<file path="src/rtl/pet_pkg.sv">
package pet_pkg;

    // width of the pet state code driven by the game logic
    localparam int PET_STATE_W = 4;

    // pet moods as reported by the game
    // codes 6 to 15 are not assigned
    typedef enum logic [PET_STATE_W-1:0] {
        sleeping = 4'd0,
        idle     = 4'd1,
        hungry   = 4'd2,
        sick     = 4'd3,
        playful  = 4'd4,
        happy    = 4'd5
    } pet_state_e;

endpackage

</file>
<file path="src/rtl/buzz_pkg.sv">
package buzz_pkg;

    // base beep length, scaled down for simulation
    localparam int UNIT_CYCLES = 16;

    // dead time after an accepted clap
    localparam int HOLDOFF_CYCLES = 40;

    // request fields
    localparam int BEEPS_W = 3;
    localparam int SPEED_W = 2;

    // alert queue
    localparam int FIFO_DEPTH = 4;

    // derived counter widths
    localparam int HOLDOFF_W = $clog2(HOLDOFF_CYCLES + 1);
    localparam int TONE_W = $clog2(UNIT_CYCLES + 1);
    localparam int FIFO_PTR_W = $clog2(FIFO_DEPTH);
    localparam int FIFO_CNT_W = $clog2(FIFO_DEPTH + 1);

    typedef logic [BEEPS_W-1:0] beeps_t;
    typedef logic [SPEED_W-1:0] speed_t;
    typedef logic [HOLDOFF_W-1:0] holdoff_t;
    typedef logic [TONE_W-1:0] tone_t;
    typedef logic [FIFO_PTR_W-1:0] fifo_ptr_t;
    typedef logic [FIFO_CNT_W-1:0] fifo_cnt_t;

    // buzzer sequencer
    typedef enum logic [1:0] {
        seq_idle     = 2'd0,
        seq_load     = 2'd1,
        seq_tone_on  = 2'd2,
        seq_tone_off = 2'd3
    } seq_state_e;

endpackage

</file>
<file path="src/rtl/sound_detect.sv">
`timescale 1ns/1ps

module sound_detect (
    input  logic                         clk,
    input  logic                         rst,
    input  logic                         mic,
    input  pet_pkg::pet_state_e          pet_state,
    input  logic                         full,
    output logic                         push,
    output logic [buzz_pkg::BEEPS_W-1:0] push_beeps,
    output logic [buzz_pkg::SPEED_W-1:0] push_speed,
    output logic                         dropped
);

    logic              mic_meta;
    logic              mic_sync;
    logic              mic_prev;
    logic              mic_rise;
    logic              accept;
    buzz_pkg::holdoff_t holdoff_cnt;
    buzz_pkg::beeps_t  rule_beeps;
    buzz_pkg::speed_t  rule_speed;

    // mic comes straight from an analog comparator
    always_ff @(posedge clk or negedge rst) begin
        if (!rst) begin
            mic_meta <= 1'b0;
            mic_sync <= 1'b0;
            mic_prev <= 1'b0;
        end else begin
            mic_meta <= mic;
            mic_sync <= mic_meta;
            mic_prev <= mic_sync;
        end
    end

    assign mic_rise = mic_sync & ~mic_prev;

    // edges inside the hold-off window are bounce or echo
    assign accept = mic_rise && (holdoff_cnt == '0);

    always_ff @(posedge clk or negedge rst) begin
        if (!rst) begin
            holdoff_cnt <= '0;
        end else if (accept) begin
            holdoff_cnt <= buzz_pkg::holdoff_t'(buzz_pkg::HOLDOFF_CYCLES);
        end else if (holdoff_cnt != '0) begin
            holdoff_cnt <= holdoff_cnt - 1'b1;
        end
    end

    // beep rule, pet mood to beep count and speed
    always_comb begin
        case (pet_state)
            pet_pkg::sleeping, pet_pkg::idle: begin
                rule_beeps = buzz_pkg::beeps_t'(3);
                rule_speed = buzz_pkg::speed_t'(2);
            end
            pet_pkg::hungry: begin
                rule_beeps = buzz_pkg::beeps_t'(1);
                rule_speed = buzz_pkg::speed_t'(1);
            end
            pet_pkg::playful: begin
                rule_beeps = buzz_pkg::beeps_t'(5);
                rule_speed = buzz_pkg::speed_t'(1);
            end
            pet_pkg::happy: begin
                rule_beeps = buzz_pkg::beeps_t'(2);
                rule_speed = buzz_pkg::speed_t'(1);
            end
            default: begin
                rule_beeps = buzz_pkg::beeps_t'(1);
                rule_speed = buzz_pkg::speed_t'(1);
            end
        endcase
    end

    // push or drop, one cycle after the edge
    always_ff @(posedge clk or negedge rst) begin
        if (!rst) begin
            push    <= 1'b0;
            dropped <= 1'b0;
        end else begin
            push    <= accept && !full;
            dropped <= accept && full;
        end
    end

    // snapshot of the mood at the edge
    always_ff @(posedge clk) begin
        if (accept) begin
            push_beeps <= rule_beeps;
            push_speed <= rule_speed;
        end
    end

    a_push_or_drop: assert property (@(posedge clk) disable iff (!rst) !(push && dropped))
        else $error("push and dropped high together");

    // full is sampled one cycle before the push lands in the queue
    a_no_push_full: assert property (@(posedge clk) disable iff (!rst) push |-> !full)
        else $error("push while queue full");

endmodule

</file>
<file path="src/rtl/alert_fifo.sv">
`timescale 1ns/1ps

module alert_fifo (
    input  logic                         clk,
    input  logic                         rst,
    input  logic                         push,
    input  logic [buzz_pkg::BEEPS_W-1:0] push_beeps,
    input  logic [buzz_pkg::SPEED_W-1:0] push_speed,
    input  logic                         pop,
    output logic [buzz_pkg::BEEPS_W-1:0] pop_beeps,
    output logic [buzz_pkg::SPEED_W-1:0] pop_speed,
    output logic                         empty,
    output logic                         full
);

    buzz_pkg::beeps_t    beeps_mem [buzz_pkg::FIFO_DEPTH];
    buzz_pkg::speed_t    speed_mem [buzz_pkg::FIFO_DEPTH];
    buzz_pkg::fifo_ptr_t wr_ptr;
    buzz_pkg::fifo_ptr_t rd_ptr;
    buzz_pkg::fifo_cnt_t count;
    logic                do_push;
    logic                do_pop;

    assign empty = (count == '0);
    assign full  = (count == buzz_pkg::fifo_cnt_t'(buzz_pkg::FIFO_DEPTH));

    // qualified strobes, a bad push or pop is ignored
    assign do_push = push && !full;
    assign do_pop  = pop && !empty;

    // head entry is always on the outputs
    assign pop_beeps = beeps_mem[rd_ptr];
    assign pop_speed = speed_mem[rd_ptr];

    always_ff @(posedge clk) begin
        if (do_push) begin
            beeps_mem[wr_ptr] <= push_beeps;
            speed_mem[wr_ptr] <= push_speed;
        end
    end

    // depth is a power of two so the pointers wrap on their own
    always_ff @(posedge clk or negedge rst) begin
        if (!rst) begin
            wr_ptr <= '0;
            rd_ptr <= '0;
        end else begin
            if (do_push) begin
                wr_ptr <= wr_ptr + 1'b1;
            end
            if (do_pop) begin
                rd_ptr <= rd_ptr + 1'b1;
            end
        end
    end

    // push and pop together leave the count alone
    always_ff @(posedge clk or negedge rst) begin
        if (!rst) begin
            count <= '0;
        end else if (do_push && !do_pop) begin
            count <= count + 1'b1;
        end else if (do_pop && !do_push) begin
            count <= count - 1'b1;
        end
    end

    a_no_pop_empty: assert property (@(posedge clk) disable iff (!rst) pop |-> !empty)
        else $error("pop while queue empty");

    a_count_bound: assert property (@(posedge clk) disable iff (!rst)
        count <= buzz_pkg::fifo_cnt_t'(buzz_pkg::FIFO_DEPTH))
        else $error("queue occupancy above depth");

endmodule

</file>
<file path="src/rtl/buzzer_driver.sv">
`timescale 1ns/1ps

module buzzer_driver (
    input  logic                         clk,
    input  logic                         rst,
    input  logic                         empty,
    input  logic [buzz_pkg::BEEPS_W-1:0] pop_beeps,
    input  logic [buzz_pkg::SPEED_W-1:0] pop_speed,
    output logic                         pop,
    output logic                         buzzer,
    output logic                         awake
);

    buzz_pkg::seq_state_e state;
    buzz_pkg::beeps_t     beeps_left;
    buzz_pkg::speed_t     speed_q;
    buzz_pkg::tone_t      tone_cnt;
    buzz_pkg::tone_t      tone_limit;
    logic                 tone_done;
    logic                 last_beep;

    // tone length T = UNIT_CYCLES / speed
    function automatic buzz_pkg::tone_t tone_len(input buzz_pkg::speed_t speed);
        case (speed)
            buzz_pkg::speed_t'(2): tone_len = buzz_pkg::tone_t'(buzz_pkg::UNIT_CYCLES / 2);
            buzz_pkg::speed_t'(3): tone_len = buzz_pkg::tone_t'(buzz_pkg::UNIT_CYCLES / 3);
            // speed 0 never comes out of the rule, play it slow
            default: tone_len = buzz_pkg::tone_t'(buzz_pkg::UNIT_CYCLES);
        endcase
    endfunction

    assign tone_limit = tone_len(speed_q);
    assign tone_done  = (tone_cnt == tone_limit - 1'b1);
    assign last_beep  = (beeps_left <= buzz_pkg::beeps_t'(1));

    // queue head is taken in the load cycle
    assign pop   = (state == buzz_pkg::seq_load);
    assign awake = (state != buzz_pkg::seq_idle);

    always_ff @(posedge clk) begin
        if (state == buzz_pkg::seq_load) begin
            speed_q <= pop_speed;
        end
    end

    // buzzer is registered next to the state so it switches with it
    always_ff @(posedge clk or negedge rst) begin
        if (!rst) begin
            state      <= buzz_pkg::seq_idle;
            beeps_left <= '0;
            tone_cnt   <= '0;
            buzzer     <= 1'b1;
        end else begin
            case (state)
                buzz_pkg::seq_idle: begin
                    if (!empty) begin
                        state <= buzz_pkg::seq_load;
                    end
                end
                buzz_pkg::seq_load: begin
                    beeps_left <= pop_beeps;
                    tone_cnt   <= '0;
                    buzzer     <= 1'b0;
                    state      <= buzz_pkg::seq_tone_on;
                end
                buzz_pkg::seq_tone_on: begin
                    if (tone_done) begin
                        tone_cnt <= '0;
                        buzzer   <= 1'b1;
                        state    <= buzz_pkg::seq_tone_off;
                    end else begin
                        tone_cnt <= tone_cnt + 1'b1;
                    end
                end
                buzz_pkg::seq_tone_off: begin
                    if (tone_done) begin
                        tone_cnt <= '0;
                        if (last_beep) begin
                            state <= buzz_pkg::seq_idle;
                        end else begin
                            // next beep of the same request
                            beeps_left <= beeps_left - 1'b1;
                            buzzer     <= 1'b0;
                            state      <= buzz_pkg::seq_tone_on;
                        end
                    end else begin
                        tone_cnt <= tone_cnt + 1'b1;
                    end
                end
                default: begin
                    buzzer <= 1'b1;
                    state  <= buzz_pkg::seq_idle;
                end
            endcase
        end
    end

    a_quiet_idle: assert property (@(posedge clk) disable iff (!rst)
        (state == buzz_pkg::seq_idle) |-> buzzer)
        else $error("buzzer sounding while sequencer idle");

endmodule

</file>
<file path="src/rtl/pet_alarm_top.sv">
`timescale 1ns/1ps

module pet_alarm_top (
    input  logic                clk,
    input  logic                rst,
    input  logic                mic,
    input  pet_pkg::pet_state_e pet_state,
    output logic                buzzer,
    output logic                awake,
    output logic                dropped
);

    // producer to queue
    logic                         push;
    logic [buzz_pkg::BEEPS_W-1:0] push_beeps;
    logic [buzz_pkg::SPEED_W-1:0] push_speed;
    logic                         full;

    // queue to consumer
    logic                         pop;
    logic [buzz_pkg::BEEPS_W-1:0] pop_beeps;
    logic [buzz_pkg::SPEED_W-1:0] pop_speed;
    logic                         empty;

    sound_detect sound_detect_i (
        .clk        (clk),
        .rst        (rst),
        .mic        (mic),
        .pet_state  (pet_state),
        .full       (full),
        .push       (push),
        .push_beeps (push_beeps),
        .push_speed (push_speed),
        .dropped    (dropped)
    );

    alert_fifo alert_fifo_i (
        .clk        (clk),
        .rst        (rst),
        .push       (push),
        .push_beeps (push_beeps),
        .push_speed (push_speed),
        .pop        (pop),
        .pop_beeps  (pop_beeps),
        .pop_speed  (pop_speed),
        .empty      (empty),
        .full       (full)
    );

    buzzer_driver buzzer_driver_i (
        .clk       (clk),
        .rst       (rst),
        .empty     (empty),
        .pop_beeps (pop_beeps),
        .pop_speed (pop_speed),
        .pop       (pop),
        .buzzer    (buzzer),
        .awake     (awake)
    );

endmodule

</file>
<file path="config.mk">
export PLATFORM = sky130hd
export DESIGN_NAME = pet_alarm_top
export DESIGN_NICKNAME = d
export VERILOG_FILES = /design/src/rtl/pet_pkg.sv /design/src/rtl/buzz_pkg.sv /design/src/rtl/sound_detect.sv /design/src/rtl/alert_fifo.sv /design/src/rtl/buzzer_driver.sv /design/src/rtl/pet_alarm_top.sv
export SDC_FILE = /design/constraint.sdc
export NUM_CORES = 1
export LEC_CHECK = 0
export ABC_AREA = 1
export ABC_CLOCK_PERIOD_IN_PS = 2400
export BUFFER_PORTS_ARGS = -buffer_cell sky130_fd_sc_hd__buf_2
export CORE_ASPECT_RATIO = 0.75
export CORE_MARGIN = 5
export CORE_UTILIZATION = 35
export DETAILED_ROUTE_END_ITERATION = 8
export MAX_ROUTING_LAYER = met4
export PLACE_DENSITY = 0.61
export SYNTH_ARGS = -nofsm -noshare
export SYNTH_HDL_FRONTEND = slang
export SYNTH_SLANG_ARGS = --single-unit
</file>
<file path="constraint.sdc">
create_clock -name clk -period 2.4 [get_ports clk]
set_input_delay 0.36 -clock clk [delete_from_list [all_inputs] [get_ports clk]]
set_output_delay 0.36 -clock clk [all_outputs]
set_load 0.005 [all_outputs]
</file>
After elaboration in Yosys (flattened, before gate mapping)
Memories as Yosys holds them, arrays and structs flattened. A register that Yosys moved wholly into a read port is not among the register bits.
Index checks and enable logic that the tools add are counted.
{"block": "word_totals", "mem_bits_rw": 20, "register_bits": 34, "memories": 2, "latch_bits": 0, "word_cells": 92, "output_inout_bits": 3, "inputBits": 7, "mem_bits_ro": 0}
{"memory": "alert_fifo_i.beeps_mem", "words": 4, "width": 3, "read_ports": 1, "rd_clocked_by_memory_dff": 0, "write_ports": 1, "line_no": "alert_fifo.sv:16", "text": "buzz_pkg::beeps_t beeps_mem [buzz_pkg::FIFO_DEPTH];"}
{"memory": "alert_fifo_i.speed_mem", "words": 4, "width": 2, "read_ports": 1, "rd_clocked_by_memory_dff": 1, "write_ports": 1, "line_no": "alert_fifo.sv:17", "text": "buzz_pkg::speed_t speed_mem [buzz_pkg::FIFO_DEPTH];"}
{"block": "op_classes", "add_sub_neg": 8, "shifts": 0, "n_mux": 23, "div": 0, "order_cmp": 1, "mul": 0, "reduce_logical": 27, "eq_ne": 14, "bitwise_logic": 2}
{"operator": "$pmux W5 S2", "n": 2}
{"operator": "$mux W3", "n": 4}
{"operator": "$mux W6", "n": 2}
{"operator": "$mux W2", "n": 5}
{"operator": "$reduce_bool A2 Y1", "n": 5}
{"operator": "$pmux W3 S3", "n": 1}
{"operator": "$eq A2 B2 Y1 const B", "n": 4}
{"operator": "$eq A4 B3 Y1 const B", "n": 2}
{"operator": "$pmux W2 S4", "n": 1}
{"operator": "$logic_and A1 B1 Y1", "n": 7}
{"operator": "$logic_not A6 Y1", "n": 1}
{"operator": "$pmux W3 S2", "n": 1}
{"operator": "$reduce_and A3 Y1", "n": 2}
{"operator": "$reduce_bool A6 Y1", "n": 1}
{"operator": "$sub A3 B1 Y3 const B", "n": 2}
{"operator": "$sub A6 B1 Y6 const B", "n": 1}
{"operator": "$add A5 B1 Y5 const B", "n": 1}
{"operator": "$eq A5 B5 Y1", "n": 1}
{"operator": "$mux W1", "n": 5}
{"operator": "$mux W5", "n": 1}
{"operator": "$sub A5 B1 Y5 const B", "n": 1}
{"operator": "$add A2 B1 Y2 const B", "n": 2}
{"operator": "$eq A4 B1 Y1 const B", "n": 1}
{"operator": "$logic_not A1 Y1", "n": 4}
{"operator": "other kinds (15)", "n": 18}

Logic depth before layout (Yosys ltp)
{"block": "depth", "word_depth": 7, "depth_mapped": 11, "ltp_nobuf": 11}

Cells and area by module
From an unflattened synthesis, not the netlist that was laid out.
{"block": "unflattened", "cells_unflattened": 290, "hier_area_um2": 2708.8}
{"mod": "alert_fifo", "seq_area_each_um2": 775.7, "instances": 1, "area_each_um2": 1258.7, "cells_per_inst": 119}
{"mod": "buzzer_driver", "seq_area_each_um2": 336.6, "instances": 1, "area_each_um2": 760.7, "cells_per_inst": 100}
{"mod": "sound_detect", "seq_area_each_um2": 425.4, "instances": 1, "area_each_um2": 689.4, "cells_per_inst": 71}

Worst setup path before layout
Ideal clock, no wire load.
{"block": "synth_timing", "path_kind": "register to register", "start": "reg alert_fifo_i.count[0]", "end": "reg alert_fifo_i.count[1]", "setup_time_ns": 0.128, "stages_incl_launch_ff": 9, "n_path_buf": 0, "required_time_ns": 2.272, "synth_period_minus_slack_ns": 1.907, "arrival_time_ns": 1.780, "path_slack_ns": 0.493, "cell_sequence": "dfrtp_1 nor3_1 inv_2 nand2_2 inv_2 ha_1 inv_2 fa_1 mux2_1"}
{"block": "synth_between", "elab_chain_len": 6, "elab_cells_between_ends": 15, "cone_classes": "add/sub: 2; eq/ne: 1; mux: 2; reduce/logical: 10"}
{"item": "start: declaration", "line_no": "alert_fifo.sv:20", "text": "buzz_pkg::fifo_cnt_t count;"}
{"item": "start signal: assignment", "line_no": "alert_fifo.sv:62", "text": "count <= count + 1'b1;"}
{"item": "start signal: assignment", "line_no": "alert_fifo.sv:64", "text": "count <= count - 1'b1;"}
{"item": "$eq A3 B3 Y1 (*)", "line_no": "alert_fifo.sv:25", "text": "assign full = (count == buzz_pkg::fifo_cnt_t'(buzz_pkg::FIFO_DEPTH));"}
{"item": "$logic_not A1 Y1 (*)", "line_no": "alert_fifo.sv:28", "text": "assign do_push = push && !full;"}
{"item": "$logic_and A1 B1 Y1 (*)", "line_no": "alert_fifo.sv:28"}
{"item": "named net alert_fifo_i.do_push", "line_no": "alert_fifo.sv:21", "text": "logic do_push;"}
{"item": "$logic_not A1 Y1", "line_no": "alert_fifo.sv:63", "text": "end else if (do_pop && !do_push) begin"}
{"item": "$logic_and A1 B1 Y1", "line_no": "alert_fifo.sv:63"}
{"item": "$reduce_bool A2 Y1 (no source line)"}
The timed path passes the listed nets; every way through them passes the cells marked *. The select of a mux whose other input is x is not followed.
A chain may end at the register's enable or synchronous reset.

Final worst setup path
Ends and elaborated chain as after synthesis.

==> impl_metrics.yaml <==
cts:
  post_cts_setup_inserts: 0
  cts.reportedPaths.clkPinSlew_ns: 0.09
  clk-insertion-delay-late_ns: 0.31
  cts_buffer_depth: 2
  cts_root_buf: "sky130_fd_sc_hd__clkbuf_8"
  clock-sinks: 56
  cts-htree-levels: 2
  cts.repair.resized: 0
  cts_tree: "built"
  cts-buffers-inserted: 5
  cts_hold_buf: 0
synth:
  synth_cells: 249
  post_synth_xor_area_fraction: 0.0304
  post_synth_and_or_nand_nor_area_fraction: 0.192
  synthesized_area_fraction_occupied_by_ao_oa_aoi_and_oai_cells: 0.0617
  yosys-top-cells-area: "sky130_fd_sc_hd__edfxtp_1 (31%), sky130_fd_sc_hd__dfrtp_1 (27%), sky130_fd_sc_hd__nand2_1 (6.8%), sky130_fd_sc_hd__ha_1 (4.3%), sky130_fd_sc_hd__nand3_1 (4.2%)"
  post_synth_fa_ha_maj_area_fraction: 0.0511
  synth.yosys.warnings: 0
  ys_types: 35
  synth_top_family_by_area: "simple AND/OR/NAND/NOR gates"
  synth_seq_cells: 56
  synth_async_sr_flop_share: 0.518
  synthesis.nets: 266
  postSynth.topFlopCell: "sky130_fd_sc_hd__dfrtp_1"
  avgSynthCellArea_um2: 10.4
  syn-cell-area_mm2: 0.00260
  proportion_of_synthesized_chip_area_in_sequential_cells: 0.592
  synth.top_cell.area_share: 0.312
  synth_edf_count: 27
  post-synth-top-area-cell: "sky130_fd_sc_hd__edfxtp_1"
  synth.area.mux_share: 0.00434
cells_and_area:
  final_core_utilization: 0.389
  final_layout_size_suffix_gt1_frac: 0.195
  antennaDiodeCount: 0
  multiInputGateArea_um2: 882
  layout_common_cells: "sky130_fd_sc_hd__nand2_1 (47), sky130_fd_sc_hd__dfrtp_1 (28), sky130_fd_sc_hd__edfxtp_1 (27), sky130_fd_sc_hd__nand3_1 (22), sky130_fd_sc_hd__nor2_1 (20)"
  ff_latch_area_mm2: 0.00154
  num-fill-cells: 749
  finish.instance_area_mm2: 0.00284
  layout.cells.most_common: "sky130_fd_sc_hd__nand2_1"
  num-nets-final: 278
  area_growth_pct: 9.30
  post_layout_nonfiller_instances: 363
pwr:
  post-layout-total-power_mw: 3.09
  p_sw_mw: 1.13
  leakagePower_nw: 1.19
  power.switching_fraction: 0.366
  power_per_cell_area_mw_per_mm2: 1090
  internal-power_mw: 1.96
  share_clk_of_total_power: 0.201
  max-vdd-ir-drop_mv: 0.379
  power_frac_comb: 0.324
  power_frac_seq: 0.475
place:
  globalplace.congestion: 0.705
  placed_cells: 355
  post-place-ws_ns: 0.293
  numPortBuffers: 9
  postPlaceCellArea_mm2: 0.00273
  dp.final_hpwl_um: 3040
sta:
  rsz0062_at_grt: "no"
  timing.final.max_slew_violations: 0
  finalWorstSetupSlack_ns: 0.283
  hold_ws_ns: 0.0701
  finalCriticalPeriod_ns: 2.12
  tightestPinTransition_ns: 0.654
  layout_worst_path_cycle_share: 0.882
  timing.clock.skew_ns: 0.00616
  final.setup.tns_ns: 0
  max_freq_mhz: 472
  final-setup-viol-count: 0
  final_hold_viol_count: 0
  slew-limit-headroom: 0.564
route:
  drt_iter0_drc: 63
  vias_per_cell: 4.36
  remaining_drc_errors: 0
  vias: 1584
  detail_route.wl_per_cell_um: 11.4
  drtPass1Iterations: 4
  antenna_violating_nets_post_route: 0
  finalWirelength_um: 4130
job:
  cap_violations: 0
critical_path:
  r2r-end: "alert_fifo_i.count[1]$_DFFE_PN0P_"
  r2r_startpoint: "alert_fifo_i.count[0]$_DFFE_PN0P_"
  startpoint_type: "flip-flop"
  critical_path.endpoint_type: "flip-flop"
  setup.reg_to_reg.worst_slack_ns: 0.28
  worstRegToRegCells: 8
  setup.worst_path.class: "reg -> reg"
  arrival_ns: 2.31
  timing.critical_path.required_ns: 2.59
  worstPathMaxFanout: 6
global_routing:
  grt_usage: 0.101
  pin_count_of_the_biggest_net_entering_global_routing: 30
  grt_remaining_overflow: 0
  grt_pass1_vias: 1544
  antenna_violations_before_repair: 0
  global_route_wire_length_before_repair_um: 7180
floorplan:
  area_of_the_placeable_core_mm2: 0.00730
  placement_rows: 27
  starting_utilization_of_the_core_area: 0.356
  design.portCount: 10
  die-height_um: 84.6
  area_enclosed_by_the_die_boundary_mm2: 0.00926
  die_w_um: 109
min_path:
  classification_of_the_worst_slack_hold_path: "in -> async"
outcome:
  run_status: "finished, final reports clean"
power groups by stage:
stage	combinational (mW)	sequential, mW	clock [mW]
2_1_floorplan	0.886	1.41	0
3_3_place_gp	0.986	1.48	0
3_5_place_dp	1.02	1.49	0
4_1_cts	1.02	1.47	0.640
5_1_grt	1.17	1.51	0.675
6_report	1.00	1.47	0.621
cell families after synthesis:
kind of cell | Yosys count
multiplexers | 1
flip-flops | 56
XOR/XNOR | 9
buffers and inverters | 40
adder cells (fa/ha/maj) | 10
AO/OA/AOI/OAI | 26
AND/OR/NAND/NOR | 107
area by class of cell:
cell class                      count  share of cell area
Timing Repair Buffer                9              0.0159
Sequential cell                    56               0.542
Clock inverter                      2              0.0137
Inverter                           36              0.0476
Multi-Input combinational cell    153               0.311
Clock buffer                        6              0.0256
Tap cell                          101              0.0445
critical path: stages (launching register included):
cell                      delay, ns
sky130_fd_sc_hd__dfrtp_1       0.44
sky130_fd_sc_hd__nor3_1        0.35
sky130_fd_sc_hd__inv_2         0.07
sky130_fd_sc_hd__nand2_2       0.13
sky130_fd_sc_hd__inv_2         0.06
sky130_fd_sc_hd__ha_1          0.18
sky130_fd_sc_hd__inv_2         0.08
sky130_fd_sc_hd__fa_1          0.39
sky130_fd_sc_hd__mux2_1        0.29
per-layer routing:
metal  GRT usage  part of all wire
met1       0.141              0.53
met2       0.140              0.42
met3      0.0254             0.040
met4      0.0374             0.017
met5           -                 0
worst max-delay path by stage:
| stage | start | end | slack, ns | depth (start not counted) |
|---|---|---|---|---|
| after global placement | alert_fifo_i.count[0]$_DFFE_PN0P_ | alert_fifo_i.count[1]$_DFFE_PN0P_ | 0.41 | 8 |
| final | alert_fifo_i.count[0]$_DFFE_PN0P_ | alert_fifo_i.count[1]$_DFFE_PN0P_ | 0.28 | 8 |
| after detailed placement | alert_fifo_i.count[0]$_DFFE_PN0P_ | alert_fifo_i.count[1]$_DFFE_PN0P_ | 0.29 | 8 |
| after floorplan | alert_fifo_i.count[0]$_DFFE_PN0P_ | alert_fifo_i.count[1]$_DFFE_PN0P_ | 0.49 | 8 |
| after CTS | alert_fifo_i.count[0]$_DFFE_PN0P_ | alert_fifo_i.count[1]$_DFFE_PN0P_ | 0.28 | 8 |
| after global routing | alert_fifo_i.count[0]$_DFFE_PN0P_ | alert_fifo_i.count[1]$_DFFE_PN0P_ | 0.18 | 8 |
synthesized netlist by cell type, drive strengths merged, types with 2 or more instances:
library cell and count:
a21oi 3, buf 4, dfrtp 28, edfxtp 27, ha 9, inv 35, nand2 52, nand3 24
nand4 2, nor2 25, nor3 2, o21ai 17, o22ai 4, xnor2 3, xor2 6
state kept, by name, indices dropped and copies added, names as in the netlist, 3 cells and up:
| signal | count |
|---|---|
| alert_fifo_i.beeps_mem | 12 |
| alert_fifo_i.speed_mem | 8 |
| sound_detect_i.holdoff_cnt | 6 |
| buzzer_driver_i.tone_cnt | 5 |
| alert_fifo_i.count | 3 |
| buzzer_driver_i.beeps_left | 3 |
| sound_detect_i.push_beeps | 3 |
Note: power is estimated with default switching activity, not from simulation.
